`config.mk`:
```
export PLATFORM = sky130hd
export DESIGN_NAME = cpu
export DESIGN_NICKNAME = d
export VERILOG_FILES = /design/src/rtl/lc3b_types.sv /design/src/rtl/cpu.sv /design/src/rtl/decode_stage.sv /design/src/rtl/execute_stage.sv /design/src/rtl/fetch_stage.sv /design/src/rtl/hazard_unit.sv /design/src/rtl/memory_stage.sv /design/src/rtl/pipe_barrier.sv
export VERILOG_INCLUDE_DIRS = /design/src /design/src/rtl
export SDC_FILE = /design/constraint.sdc
export NUM_CORES = 1
export LEC_CHECK = 0
export BUFFER_PORTS_ARGS = -buffer_cell sky130_fd_sc_hd__buf_4
export CAP_MARGIN = 20
export CORE_MARGIN = 2
export CORE_UTILIZATION = 55
export CTS_BUF_LIST = sky130_fd_sc_hd__clkbuf_4 sky130_fd_sc_hd__clkbuf_8
export DETAILED_ROUTE_END_ITERATION = 7
export PLACE_DENSITY = 0.83
export SLEW_MARGIN = 20
export SYNTH_ARGS = -nofsm -noshare
export SYNTH_HDL_FRONTEND = slang
export SYNTH_SLANG_ARGS = --single-unit
```
`constraint.sdc`:
```
create_clock -name clk -period 8.7 [get_ports clk]
set_input_delay 0.87 -clock clk [delete_from_list [all_inputs] [get_ports clk]]
set_output_delay 0.87 -clock clk [all_outputs]
set_load 0.005 [all_outputs]
```
`src/rtl/lc3b_macros.svh`:
```
`ifndef LC3B_MACROS_SVH
`define LC3B_MACROS_SVH

// first fetch address after reset
`define LC3B_RESET_PC 16'h0000

// byte step between instructions, one 16-bit word
`define LC3B_PC_STEP 16'd2

// architectural register count, R0 to R7
`define LC3B_REG_COUNT 8

`endif

```
`src/rtl/lc3b_types.sv`:
```
`include "lc3b_macros.svh"

package lc3b_types;

    typedef logic [15:0] lc3b_word;
    typedef logic [$clog2(`LC3B_REG_COUNT)-1:0] lc3b_reg;

    // ir[15:12] encodings of the full LC-3b set
    typedef enum logic [3:0] {
        br     = 4'b0000, add    = 4'b0001, ldb    = 4'b0010, stb    = 4'b0011,
        jsr    = 4'b0100, and_op = 4'b0101, ldr    = 4'b0110, str    = 4'b0111,
        rti    = 4'b1000, not_op = 4'b1001, ldi    = 4'b1010, sti    = 4'b1011,
        jmp    = 4'b1100, shf    = 4'b1101, lea    = 4'b1110, trap   = 4'b1111
    } lc3b_opcode;

    typedef enum logic [1:0] {
        alu_add,
        alu_and,
        alu_not,
        alu_pass_b
    } lc3b_alu_op;

    typedef struct packed {
        lc3b_opcode opcode;
        lc3b_alu_op alu_op;
        logic       use_imm;
        logic       reg_write;
        logic       mem_read;
        logic       mem_write;
        logic       is_branch;
    } lc3b_control_word;

    typedef struct packed {
        lc3b_word ir;
        lc3b_word pc_plus2;
    } if_id_t;

    typedef struct packed {
        lc3b_control_word control;
        lc3b_word         ir;
        lc3b_word         pc_plus2;
        lc3b_word         sr1_val;
        lc3b_word         sr2_val;
        lc3b_reg          sr1;
        lc3b_reg          sr2;
    } id_ex_t;

    // pcn carries the branch target or the LDR/STR address
    typedef struct packed {
        lc3b_control_word control;
        lc3b_word         ir;
        lc3b_word         alu;
        lc3b_word         pcn;
        lc3b_word         store_data;
    } ex_mem_t;

    typedef struct packed {
        lc3b_control_word control;
        lc3b_reg          dest;
        lc3b_word         alu;
        lc3b_word         mdr;
    } mem_wb_t;

endpackage

```
`src/rtl/cpu.sv`:
```
module cpu (
    input  logic                 clk,
    input  logic                 arst_n,
    output lc3b_types::lc3b_word imem_addr,
    input  lc3b_types::lc3b_word imem_rdata,
    output lc3b_types::lc3b_word dmem_addr,
    output lc3b_types::lc3b_word dmem_wdata,
    output logic                 dmem_we,
    output logic                 dmem_re,
    input  lc3b_types::lc3b_word dmem_rdata
);
    import lc3b_types::*;

    // hazard controls
    logic stall;
    logic flush_if_id;
    logic flush_id_ex;
    logic flush_ex_mem;
    logic stage_mem_br_en;

    lc3b_word         stage_if_ir;
    lc3b_word         stage_if_pc_plus2;
    lc3b_control_word stage_id_control;
    lc3b_word         stage_id_sr1_val;
    lc3b_word         stage_id_sr2_val;
    lc3b_reg          stage_id_sr1;
    lc3b_reg          stage_id_sr2;
    lc3b_word         stage_ex_alu;
    lc3b_word         stage_ex_pcn;
    lc3b_word         stage_ex_store_data;
    lc3b_word         stage_mem_mdr;

    logic    barrier_if_id_valid;
    logic    barrier_id_ex_valid;
    logic    barrier_ex_mem_valid;
    logic    barrier_mem_wb_valid;
    if_id_t  barrier_if_id_data;
    id_ex_t  barrier_id_ex_data;
    ex_mem_t barrier_ex_mem_data;
    mem_wb_t barrier_mem_wb_data;

    fetch_stage i_fetch_stage (
        .clk,
        .arst_n,
        .hold(stall),
        .redirect(stage_mem_br_en),
        .redirect_pc(barrier_ex_mem_data.pcn),
        .imem_rdata,
        .imem_addr,
        .ir(stage_if_ir),
        .pc_plus2(stage_if_pc_plus2)
    );

    pipe_barrier #(.payload_t(if_id_t)) i_barrier_if_id (
        .clk,
        .arst_n,
        .hold(stall),
        .flush(flush_if_id),
        .in_valid(1'b1),
        .in_data('{ir: stage_if_ir, pc_plus2: stage_if_pc_plus2}),
        .out_valid(barrier_if_id_valid),
        .out_data(barrier_if_id_data)
    );

    decode_stage i_decode_stage (
        .clk,
        .arst_n,
        .ir(barrier_if_id_data.ir),
        .wb_valid(barrier_mem_wb_valid),
        .wb_data(barrier_mem_wb_data),
        .control(stage_id_control),
        .sr1_val(stage_id_sr1_val),
        .sr2_val(stage_id_sr2_val),
        .sr1(stage_id_sr1),
        .sr2(stage_id_sr2)
    );

    pipe_barrier #(.payload_t(id_ex_t)) i_barrier_id_ex (
        .clk,
        .arst_n,
        .hold(1'b0),
        .flush(flush_id_ex),
        .in_valid(barrier_if_id_valid),
        .in_data('{control: stage_id_control, ir: barrier_if_id_data.ir,
                   pc_plus2: barrier_if_id_data.pc_plus2, sr1_val: stage_id_sr1_val,
                   sr2_val: stage_id_sr2_val, sr1: stage_id_sr1, sr2: stage_id_sr2}),
        .out_valid(barrier_id_ex_valid),
        .out_data(barrier_id_ex_data)
    );

    execute_stage i_execute_stage (
        .ex_in(barrier_id_ex_data),
        .ex_mem_valid(barrier_ex_mem_valid),
        .ex_mem_in(barrier_ex_mem_data),
        .wb_valid(barrier_mem_wb_valid),
        .wb_in(barrier_mem_wb_data),
        .alu_result(stage_ex_alu),
        .pcn(stage_ex_pcn),
        .store_data(stage_ex_store_data)
    );

    pipe_barrier #(.payload_t(ex_mem_t)) i_barrier_ex_mem (
        .clk,
        .arst_n,
        .hold(1'b0),
        .flush(flush_ex_mem),
        .in_valid(barrier_id_ex_valid),
        .in_data('{control: barrier_id_ex_data.control, ir: barrier_id_ex_data.ir,
                   alu: stage_ex_alu, pcn: stage_ex_pcn, store_data: stage_ex_store_data}),
        .out_valid(barrier_ex_mem_valid),
        .out_data(barrier_ex_mem_data)
    );

    memory_stage i_memory_stage (
        .clk,
        .arst_n,
        .mem_valid(barrier_ex_mem_valid),
        .mem_in(barrier_ex_mem_data),
        .dmem_rdata,
        .dmem_addr,
        .dmem_wdata,
        .dmem_we,
        .dmem_re,
        .mdr(stage_mem_mdr),
        .br_en(stage_mem_br_en)
    );

    // last barrier is never stalled or flushed
    pipe_barrier #(.payload_t(mem_wb_t)) i_barrier_mem_wb (
        .clk,
        .arst_n,
        .hold(1'b0),
        .flush(1'b0),
        .in_valid(barrier_ex_mem_valid),
        .in_data('{control: barrier_ex_mem_data.control, dest: barrier_ex_mem_data.ir[11:9],
                   alu: barrier_ex_mem_data.alu, mdr: stage_mem_mdr}),
        .out_valid(barrier_mem_wb_valid),
        .out_data(barrier_mem_wb_data)
    );

    hazard_unit i_hazard_unit (
        .id_ex_valid(barrier_id_ex_valid),
        .id_ex_mem_read(barrier_id_ex_data.control.mem_read),
        .id_ex_dest(barrier_id_ex_data.ir[11:9]),
        .if_id_valid(barrier_if_id_valid),
        .if_id_ir(barrier_if_id_data.ir),
        .br_en(stage_mem_br_en),
        .stall,
        .flush_if_id,
        .flush_id_ex,
        .flush_ex_mem
    );

endmodule

```
`src/rtl/decode_stage.sv`:
```
`include "lc3b_macros.svh"

module decode_stage (
    input  logic                         clk,
    input  logic                         arst_n,
    input  lc3b_types::lc3b_word         ir,
    input  logic                         wb_valid,
    input  lc3b_types::mem_wb_t          wb_data,
    output lc3b_types::lc3b_control_word control,
    output lc3b_types::lc3b_word         sr1_val,
    output lc3b_types::lc3b_word         sr2_val,
    output lc3b_types::lc3b_reg          sr1,
    output lc3b_types::lc3b_reg          sr2
);
    import lc3b_types::*;

    lc3b_word regs [`LC3B_REG_COUNT];
    lc3b_word wb_value;
    lc3b_reg  wb_dest;
    logic     wb_en;

    // control decode, unsupported opcodes fall through as no-ops
    always_comb begin
        control        = '0;
        control.opcode = lc3b_opcode'(ir[15:12]);
        control.alu_op = alu_pass_b;
        case (control.opcode)
            add: begin
                control.alu_op    = alu_add;
                control.use_imm   = ir[5];
                control.reg_write = 1'b1;
            end
            and_op: begin
                control.alu_op    = alu_and;
                control.use_imm   = ir[5];
                control.reg_write = 1'b1;
            end
            not_op: begin
                control.alu_op    = alu_not;
                control.reg_write = 1'b1;
            end
            ldr: begin
                control.reg_write = 1'b1;
                control.mem_read  = 1'b1;
            end
            str: begin
                control.mem_write = 1'b1;
            end
            br: begin
                control.is_branch = 1'b1;
            end
            default: begin
            end
        endcase
    end

    // writeback select
    assign wb_dest  = wb_data.dest;
    assign wb_en    = wb_valid && wb_data.control.reg_write;
    assign wb_value = wb_data.control.mem_read ? wb_data.mdr : wb_data.alu;

    always_ff @(posedge clk or negedge arst_n) begin
        if (!arst_n) begin
            for (int i = 0; i < `LC3B_REG_COUNT; i++) begin
                regs[i] <= '0;
            end
        end else if (wb_en) begin
            regs[wb_dest] <= wb_value;
        end
    end

    // STR reads its source register through the second port
    assign sr1 = ir[8:6];
    assign sr2 = (control.opcode == str) ? ir[11:9] : ir[2:0];

    // same-cycle write goes straight to the read ports
    assign sr1_val = (wb_en && wb_dest == sr1) ? wb_value : regs[sr1];
    assign sr2_val = (wb_en && wb_dest == sr2) ? wb_value : regs[sr2];

endmodule

```
`src/rtl/execute_stage.sv`:
```
module execute_stage (
    input  lc3b_types::id_ex_t   ex_in,
    input  logic                 ex_mem_valid,
    input  lc3b_types::ex_mem_t  ex_mem_in,
    input  logic                 wb_valid,
    input  lc3b_types::mem_wb_t  wb_in,
    output lc3b_types::lc3b_word alu_result,
    output lc3b_types::lc3b_word pcn,
    output lc3b_types::lc3b_word store_data
);
    import lc3b_types::*;

    lc3b_reg  ex_dest;
    logic     ex_fwd;
    logic     wb_fwd;
    lc3b_word wb_value;
    lc3b_word opnd_a;
    lc3b_word opnd_b;
    lc3b_word alu_b;
    lc3b_word imm5;
    lc3b_word offset6;
    lc3b_word pcoffset9;

    // a load never sits in EX/MEM ahead of its user, the stall sees to that
    assign ex_dest = ex_mem_in.ir[11:9];
    assign ex_fwd  = ex_mem_valid && ex_mem_in.control.reg_write;

    assign wb_fwd   = wb_valid && wb_in.control.reg_write;
    assign wb_value = wb_in.control.mem_read ? wb_in.mdr : wb_in.alu;

    // youngest producer first
    always_comb begin
        if (ex_fwd && ex_dest == ex_in.sr1) begin
            opnd_a = ex_mem_in.alu;
        end else if (wb_fwd && wb_in.dest == ex_in.sr1) begin
            opnd_a = wb_value;
        end else begin
            opnd_a = ex_in.sr1_val;
        end
    end

    always_comb begin
        if (ex_fwd && ex_dest == ex_in.sr2) begin
            opnd_b = ex_mem_in.alu;
        end else if (wb_fwd && wb_in.dest == ex_in.sr2) begin
            opnd_b = wb_value;
        end else begin
            opnd_b = ex_in.sr2_val;
        end
    end

    // sign extensions, offsets are word offsets
    assign imm5      = {{11{ex_in.ir[4]}}, ex_in.ir[4:0]};
    assign offset6   = {{9{ex_in.ir[5]}}, ex_in.ir[5:0], 1'b0};
    assign pcoffset9 = {{6{ex_in.ir[8]}}, ex_in.ir[8:0], 1'b0};

    assign alu_b = ex_in.control.use_imm ? imm5 : opnd_b;

    always_comb begin
        case (ex_in.control.alu_op)
            alu_add: alu_result = opnd_a + alu_b;
            alu_and: alu_result = opnd_a & alu_b;
            alu_not: alu_result = ~opnd_a;
            default: alu_result = alu_b;
        endcase
    end

    // shared adder for branch target and LDR/STR address
    assign pcn = ex_in.control.is_branch ? ex_in.pc_plus2 + pcoffset9 : opnd_a + offset6;

    assign store_data = opnd_b;

endmodule

```
`src/rtl/fetch_stage.sv`:
```
`include "lc3b_macros.svh"

module fetch_stage (
    input  logic                 clk,
    input  logic                 arst_n,
    input  logic                 hold,
    input  logic                 redirect,
    input  lc3b_types::lc3b_word redirect_pc,
    input  lc3b_types::lc3b_word imem_rdata,
    output lc3b_types::lc3b_word imem_addr,
    output lc3b_types::lc3b_word ir,
    output lc3b_types::lc3b_word pc_plus2
);
    import lc3b_types::*;

    lc3b_word pc;
    lc3b_word pc_next;

    assign pc_plus2 = pc + `LC3B_PC_STEP;

    // a taken branch overrides a load-use hold
    always_comb begin
        pc_next = pc_plus2;
        if (redirect) begin
            pc_next = redirect_pc;
        end else if (hold) begin
            pc_next = pc;
        end
    end

    always_ff @(posedge clk or negedge arst_n) begin
        if (!arst_n) begin
            pc <= `LC3B_RESET_PC;
        end else begin
            pc <= pc_next;
        end
    end

    // instruction memory answers in the same cycle
    assign imem_addr = pc;
    assign ir        = imem_rdata;

endmodule

```
`src/rtl/hazard_unit.sv`:
```
module hazard_unit (
    input  logic                 id_ex_valid,
    input  logic                 id_ex_mem_read,
    input  lc3b_types::lc3b_reg  id_ex_dest,
    input  logic                 if_id_valid,
    input  lc3b_types::lc3b_word if_id_ir,
    input  logic                 br_en,
    output logic                 stall,
    output logic                 flush_if_id,
    output logic                 flush_id_ex,
    output logic                 flush_ex_mem
);
    import lc3b_types::*;

    lc3b_opcode op;
    lc3b_reg    src1;
    lc3b_reg    src2;
    logic       uses_src1;
    logic       uses_src2;
    logic       load_use;

    // source registers the decode stage will read
    assign op   = lc3b_opcode'(if_id_ir[15:12]);
    assign src1 = if_id_ir[8:6];
    assign src2 = (op == str) ? if_id_ir[11:9] : if_id_ir[2:0];

    assign uses_src1 = op inside {add, and_op, not_op, ldr, str};
    assign uses_src2 = ((op == add || op == and_op) && !if_id_ir[5]) || op == str;

    assign load_use = id_ex_valid && id_ex_mem_read && if_id_valid &&
                      ((uses_src1 && src1 == id_ex_dest) || (uses_src2 && src2 == id_ex_dest));

    // a taken branch discards the pair anyway, so it wins over the stall
    assign stall = load_use && !br_en;

    assign flush_if_id  = br_en;
    assign flush_id_ex  = br_en || load_use;
    assign flush_ex_mem = br_en;

    // a valid decode slot never carries an unknown instruction word
    always_comb begin
        assert final (!(if_id_valid === 1'b1 && $isunknown(if_id_ir)))
            else $error("valid IF/ID slot holds an unknown instruction word");
    end

endmodule

```
`src/rtl/memory_stage.sv`:
```
module memory_stage (
    input  logic                 clk,
    input  logic                 arst_n,
    input  logic                 mem_valid,
    input  lc3b_types::ex_mem_t  mem_in,
    input  lc3b_types::lc3b_word dmem_rdata,
    output lc3b_types::lc3b_word dmem_addr,
    output lc3b_types::lc3b_word dmem_wdata,
    output logic                 dmem_we,
    output logic                 dmem_re,
    output lc3b_types::lc3b_word mdr,
    output logic                 br_en
);
    import lc3b_types::*;

    logic [2:0] nzp;
    logic [2:0] nzp_next;
    lc3b_word   result;

    assign dmem_addr  = mem_in.pcn;
    assign dmem_wdata = mem_in.store_data;
    assign dmem_we    = mem_valid && mem_in.control.mem_write;
    assign dmem_re    = mem_valid && mem_in.control.mem_read;
    assign mdr        = dmem_rdata;

    // condition codes follow the value written back
    assign result   = mem_in.control.mem_read ? dmem_rdata : mem_in.alu;
    assign nzp_next = {result[15], result == '0, !result[15] && result != '0};

    // reset to Z, matching the zeroed register file
    always_ff @(posedge clk or negedge arst_n) begin
        if (!arst_n) begin
            nzp <= 3'b010;
        end else if (mem_valid && mem_in.control.reg_write) begin
            nzp <= nzp_next;
        end
    end

    assign br_en = mem_valid && mem_in.control.is_branch && |(mem_in.ir[11:9] & nzp);

    assert property (@(posedge clk) disable iff (!arst_n) !(dmem_we && dmem_re));

endmodule

```
`src/rtl/pipe_barrier.sv`:
```
module pipe_barrier #(
    parameter type payload_t = logic
) (
    input  logic     clk,
    input  logic     arst_n,
    input  logic     hold,
    input  logic     flush,
    input  logic     in_valid,
    input  payload_t in_data,
    output logic     out_valid,
    output payload_t out_data
);

    // flush wins over hold
    always_ff @(posedge clk or negedge arst_n) begin
        if (!arst_n) begin
            out_valid <= 1'b0;
        end else if (flush) begin
            out_valid <= 1'b0;
        end else if (!hold) begin
            out_valid <= in_valid;
        end
    end

    // payload is only meaningful while out_valid is set
    always_ff @(posedge clk) begin
        if (!hold) begin
            out_data <= in_data;
        end
    end

    // hazard controls stay known and never hold and drop an empty slot together
    assert property (@(posedge clk) disable iff (!arst_n)
        !$isunknown({hold, flush}) && !(hold && flush && !out_valid));

endmodule

```
# [Yosys cells after proc, flatten, opt, wreduce, memory -nomap -nowiden]
# Index checks and enable logic that the tools add are counted.
[word_totals] inputBits=34 out_inout_bits=50 wordCells=139 ff_bits=357
[classes] muxes=32 order_cmp=4 n_eq_ne=16 reduce_logical=36 n_bitwise=6 add_sub_neg=4
[ops] cell="16-bit two-way mux" n=17
[ops] cell="128-bit bitwise mux" n=1
[ops] cell="16-bit binary-select mux with 3-bit select" n=2
[ops] cell="16-bit adder" n=3
[ops] cell="16-bit demux with 3-bit select" n=1
[ops] cell="16-bit case mux with 3 select lines" n=1
[ops] cell="3-bit == test" n=8
[ops] cell="1-bit logical AND" n=21
[ops] cell="16-bit by 2-bit adder with 16-bit output, second input constant" n=1
[ops] cell="16-bit bitwise AND" n=1
[ops] cell="16-bit zero test" n=1
[ops] cell="16-bit inverter" n=1
[ops] cell="16-bit nonzero test" n=1
[ops] cell="4-bit by 3-bit == test with 1-bit output, second input constant" n=3
[ops] cell="4-bit >= comparator, second input constant" n=3
[ops] cell="3-bit inverter with 4-bit output" n=3
[ops] cell="1-bit two-way mux" n=8
[ops] cell="2-bit case mux with 3 select lines" n=1
[ops] cell="5-bit nonzero test" n=1
[ops] cell="4-bit by 1-bit == test with 1-bit output, second input constant" n=1
[ops] cell="4-bit == test, second input constant" n=1
[ops] cell="4-bit zero test" n=1
[ops] cell="1-bit logical OR" n=4
[ops] cell="4-bit by 1-bit < comparator with 1-bit output, second input constant" n=1
[ops] cell="10 further kinds" n=12

# [Logic depth before layout (Yosys ltp)]
[depth] ltp_word=10 mapped_depth=19 ltp_nobuf=17

# [Cells and area by module]
# From an unflattened synthesis, not the netlist that was laid out.
[hier_totals] cells_unflattened=2049 area_unflattened_um2=21338.0
[modules_own_cells] module="decode_stage" area_per_inst_um2=8489.4 seq_area_each_um2=3203.1 cells_per_inst=1018 n_inst=1
[modules_own_cells] module="execute_stage" area_per_inst_um2=3518.4 seq_area_each_um2=0.0 cells_per_inst=528 n_inst=1
[modules_own_cells] module="pipe_barrier at i_barrier_id_ex" area_per_inst_um2=2474.9 seq_area_each_um2=2457.4 cells_per_inst=85 n_inst=1
[modules_own_cells] module="pipe_barrier at i_barrier_ex_mem" area_per_inst_um2=2294.7 seq_area_each_um2=2277.2 cells_per_inst=79 n_inst=1
[modules_own_cells] module="pipe_barrier at i_barrier_mem_wb" area_per_inst_um2=1423.9 seq_area_each_um2=1406.3 cells_per_inst=50 n_inst=1
[modules_own_cells] module="fetch_stage" area_per_inst_um2=1258.7 seq_area_each_um2=400.4 cells_per_inst=142 n_inst=1
[modules_own_cells] module="pipe_barrier at i_barrier_if_id" area_per_inst_um2=1003.5 seq_area_each_um2=985.9 cells_per_inst=36 n_inst=1
[modules_own_cells] module="memory_stage" area_per_inst_um2=599.3 seq_area_each_um2=76.3 cells_per_inst=76 n_inst=1
[modules_own_cells] module="hazard_unit" area_per_inst_um2=267.8 seq_area_each_um2=0.0 cells_per_inst=33 n_inst=1
[modules_own_cells] module="cpu" area_per_inst_um2=7.5 seq_area_each_um2=0.0 cells_per_inst=2 n_inst=1

# [Least setup slack after synthesis]
# OpenSTA, ideal clock, no wires.
[synth_timing] kind="register to register" from="reg i_barrier_id_ex.out_data[62] in the netlist's numbering" to="reg i_barrier_ex_mem.out_data[31] in the netlist's numbering" arrival_ns=3.793 slack_ns=4.775 period_less_slack_ns=3.925 path_stages_with_launch=18 cell_sequence="dfxtp_1 -> xor2_1 -> nor4_2 -> clkbuf_1 -> clkbuf_1 -> o21ai_0 -> o21ai_0 -> ha_1 -> a21o_1 -> a21oi_1 -> o21bai_1 -> a21oi_1 -> o21a_1 -> o21ai_0 -> o41ai_1 -> o21ai_0 -> xnor2_1 -> mux2i_1"
[synth_lines] item="start: declaration" line="pipe_barrier.sv:11" text="output payload_t out_data"
[synth_lines] item="start signal: assignment" line="pipe_barrier.sv:28" text="out_data <= in_data;"
[synth_lines] item="end signal: assignment" line="pipe_barrier.sv:28"
[synth_lines] item="end: declaration" line="pipe_barrier.sv:11"

==> metrics.txt <==
first-pass GRT wire length=roughly 65,000 um; Synth Area per Inst=between 9 and 10 um2; CTS max path bufs=3; RSZ-0062 raised after global routing=no; worst r2r path cells=16; critical path arrival=roughly 5.5 ns; worst setup margin=around 3.6 ns; Clk Latency, worst-skew pair=just under 0.6 ns; Total GRT Usage=0.2640; DRC Markers=0; clk sinks=345; FF+latch count, synth=around 350; DIE AREA=between 30,000 and 40,000 um2; hold path startpoint=i_barrier_id_ex.out_data[71]$_DFF_P_; worst slew pin tran=1.135 ns; TNS Setup=0 ns; routed len/inst=~19 um; Hold WC Path Type=flop to flop; startpoint types=flop; Chip Height=roughly 180 um; Post-CTS Hold Buffers=0; placer congestion estimate=around 0.89; n_diodes=0; multi-input logic area=around 7800 um2; Die X=177.2 um; Routed WL=between 40,000 and 50,000 um; Worst Clk Skew=about 0.017 ns; TritonCTS clock tree=built; Synth warnings=0; pre-CTS setup slack=3.783 ns; Post-CTS Setup Bufs=0; final hold violations=0; pin count of the biggest net entering global routing=95; Synth async-reset ratio=0.4377; prevailing post-synth register cell=dfxtp_1; maximum vdd drop=0.1307 mV; fin crit share=0.5829; num ports=84; vias in the first global route=approximately 13,000; reg2reg start=i_barrier_mem_wb.out_data[37]$_DFF_P_; flop-to-flop setup slack=about 3.6 ns; Post-Syn Instances=between 1,500 and 2,000; Num CTS Buffers=between 50 and 60; Crit Path Category=flop to flop; Synth cell types=70; post-CTS sizing=0; Max-Cap Viols=0; register area=between 7000 and 8000 um2; Synth-to-Final Area Change=11.85%; crit end category=flop; H-Tree Depth=2; Hold Path End=i_barrier_ex_mem.out_data[65]$_DFF_P_; Initial Util=0.5581; top cells by area, synth=dfrtp_1, dfxtp_1, nand2_1, edfxtp_1, a21oi_1; worst reg2reg path endpoint=i_barrier_ex_mem.out_data[31]$_DFF_P_; initial antenna violation count=0; fin crit period=between 5 and 6 ns; std cell rows=63; highest clock rate=197.2 MHz; PD cells=328.5 nW/um2; hpwl dp=about 27,000 um; layout cells sized above 1=0.1591; clock slew at reported path FFs=about 0.060 ns; Leak Pwr=7.735 nW; Setup-failing EPs final=0; global route overflow=0; cell area after synthesis=16,500 um2; WP data required=just over 9 ns; via/cell ratio=5.926; Relative slew margins=0.2218; Root Driver=clkbuf_8; Nets=1,835; Tot Pwr=~6 mW; First DRT Iteration DRCs=between 1,000 and 1,500; core box area=29,560 um2; WHS Path Cells=0; register area share after synthesis=0.4840; Synth top cells by count=nand2_1, dfxtp_1, a21oi_1; First-pass DRT Iterations=5; Port Buffers=83; crit-path max FO=18; fin. max-slew vios=0; Synth top area share=0.2275; number of synthesized flops with an enable pin=32; run status=complete, no violations; area leader, netlist=dfrtp_1; most frequent cell after synthesis=nand2_1; DR vias=between 10,000 and 15,000; DRT antenna net count=0; Mapped Nets=approximately 1,800; fillers=2,278
-- state kept, by name, summed over array words and instances, names as in the netlist --
name                        flops
i_barrier_ex_mem.out_valid      1
i_memory_stage.nzp              3
i_barrier_id_ex.out_data       70
i_barrier_ex_mem.out_data      55
i_barrier_mem_wb.out_valid      1
i_barrier_if_id.out_data       32
i_fetch_stage.imem_addr        16
i_barrier_id_ex.out_valid       1
i_barrier_mem_wb.out_data      37
i_barrier_if_id.out_valid       1
i_decode_stage.regs           128
-- kinds of logic (layout without fill, tap and decap cells) --
group                    Yosys count  after routing  share of synthesized area
XOR/XNOR                          92             92                    0.04885
buffers and inverters            176            236                    0.04839
AO/OA/AOI/OAI                    452            452                     0.1628
flip-flops                       345            345                     0.4840
multiplexers                      73             73                    0.07138
AND/OR/NAND/NOR                  553            553                     0.1481
adder cells (fa/ha/maj)           47             47                    0.03648
-- power breakdown --
part	internal [mW]	leakage, nW	switching, mW
clock	0.897	0.647	0.629
combinational	0.927	3.59	1.06
sequential	2.16	3.49	0.388
-- critical path: stages (launching register included) --
cell and delay [ns]:
dfxtp_1 1.03, mux2i_1 0.77, a211oi_1 0.20, a21oi_2 0.24, inv_2 0.10, ha_1 0.23, fa_1 0.44, a21o_1 0.20
a21oi_1 0.24, o21bai_1 0.09, a21oi_1 0.22, o21a_1 0.16, o21ai_0 0.12, o41ai_1 0.42, o21ai_0 0.20, xnor2_1 0.18
mux2i_1 0.08
-- per-layer routing --
layer | share of wire | up-vias | global-route usage
met4 | 0.034 | 0 | 0.1123
met5 | 0 | - | 0
met2 | 0.49 | 534 | 0.4418
li1 | - | 6096 | -
met3 | 0.072 | 100 | 0.04145
met1 | 0.40 | 6235 | 0.3408
-- metrics by stage --
stage	utilization	area, um2	hold slack, ns	std cells
after floorplan	-	16500	0.3096	1738
after global placement	0.5816	17190	0.3124	2090
after detailed placement	0.5816	17190	0.3121	2090
after CTS	0.6231	18420	0.3265	2187
after global routing	0.6242	18450	0.3410	2188
final	0.6242	18450	0.3260	2188
-- worst max-delay path by stage --
stage / depth (start not counted) / slack (ns) / from / endpoint
global route: 16 / 3.26 / i_barrier_mem_wb.out_data[37]$_DFF_P_ / i_barrier_ex_mem.out_data[31]$_DFF_P_
global placement: 16 / 3.94 / i_barrier_mem_wb.out_data[37]$_DFF_P_ / i_barrier_ex_mem.out_data[31]$_DFF_P_
finish: 16 / 3.63 / i_barrier_mem_wb.out_data[37]$_DFF_P_ / i_barrier_ex_mem.out_data[31]$_DFF_P_
floorplan: 17 / 4.77 / i_barrier_id_ex.out_data[62]$_DFF_P_ / i_barrier_ex_mem.out_data[31]$_DFF_P_
CTS: 16 / 3.72 / i_barrier_mem_wb.out_data[37]$_DFF_P_ / i_barrier_ex_mem.out_data[31]$_DFF_P_
detailed placement: 16 / 3.78 / i_barrier_mem_wb.out_data[37]$_DFF_P_ / i_barrier_ex_mem.out_data[31]$_DFF_P_
-- cell usage in the layout (no fill, tap or decap), types with 25 or more instances in the layout --
cell and count:
nor2_1 128, a21oi_1 159, o21ai_0 139, inv_1 26
and3_1 42, dfrtp_1 150, xor2_1 49, clkbuf_8 64
dfxtp_1 162, xnor2_1 43, nor2b_1 25, edfxtp_1 32
a211oi_1 31, buf_4 108, ha_1 44, nand2_1 286
mux4_2 35
-- layout make-up --
class                      instances  area share
clock buffer                      83     0.05547
multi-input combinational       1217      0.4234
clock inverter                    14     0.01105
sequential                       345      0.4327
tap                              390     0.02645
timing repair buffer             110     0.04496
inverter                          29    0.005900
Note: power is estimated with default switching activity, not from simulation.
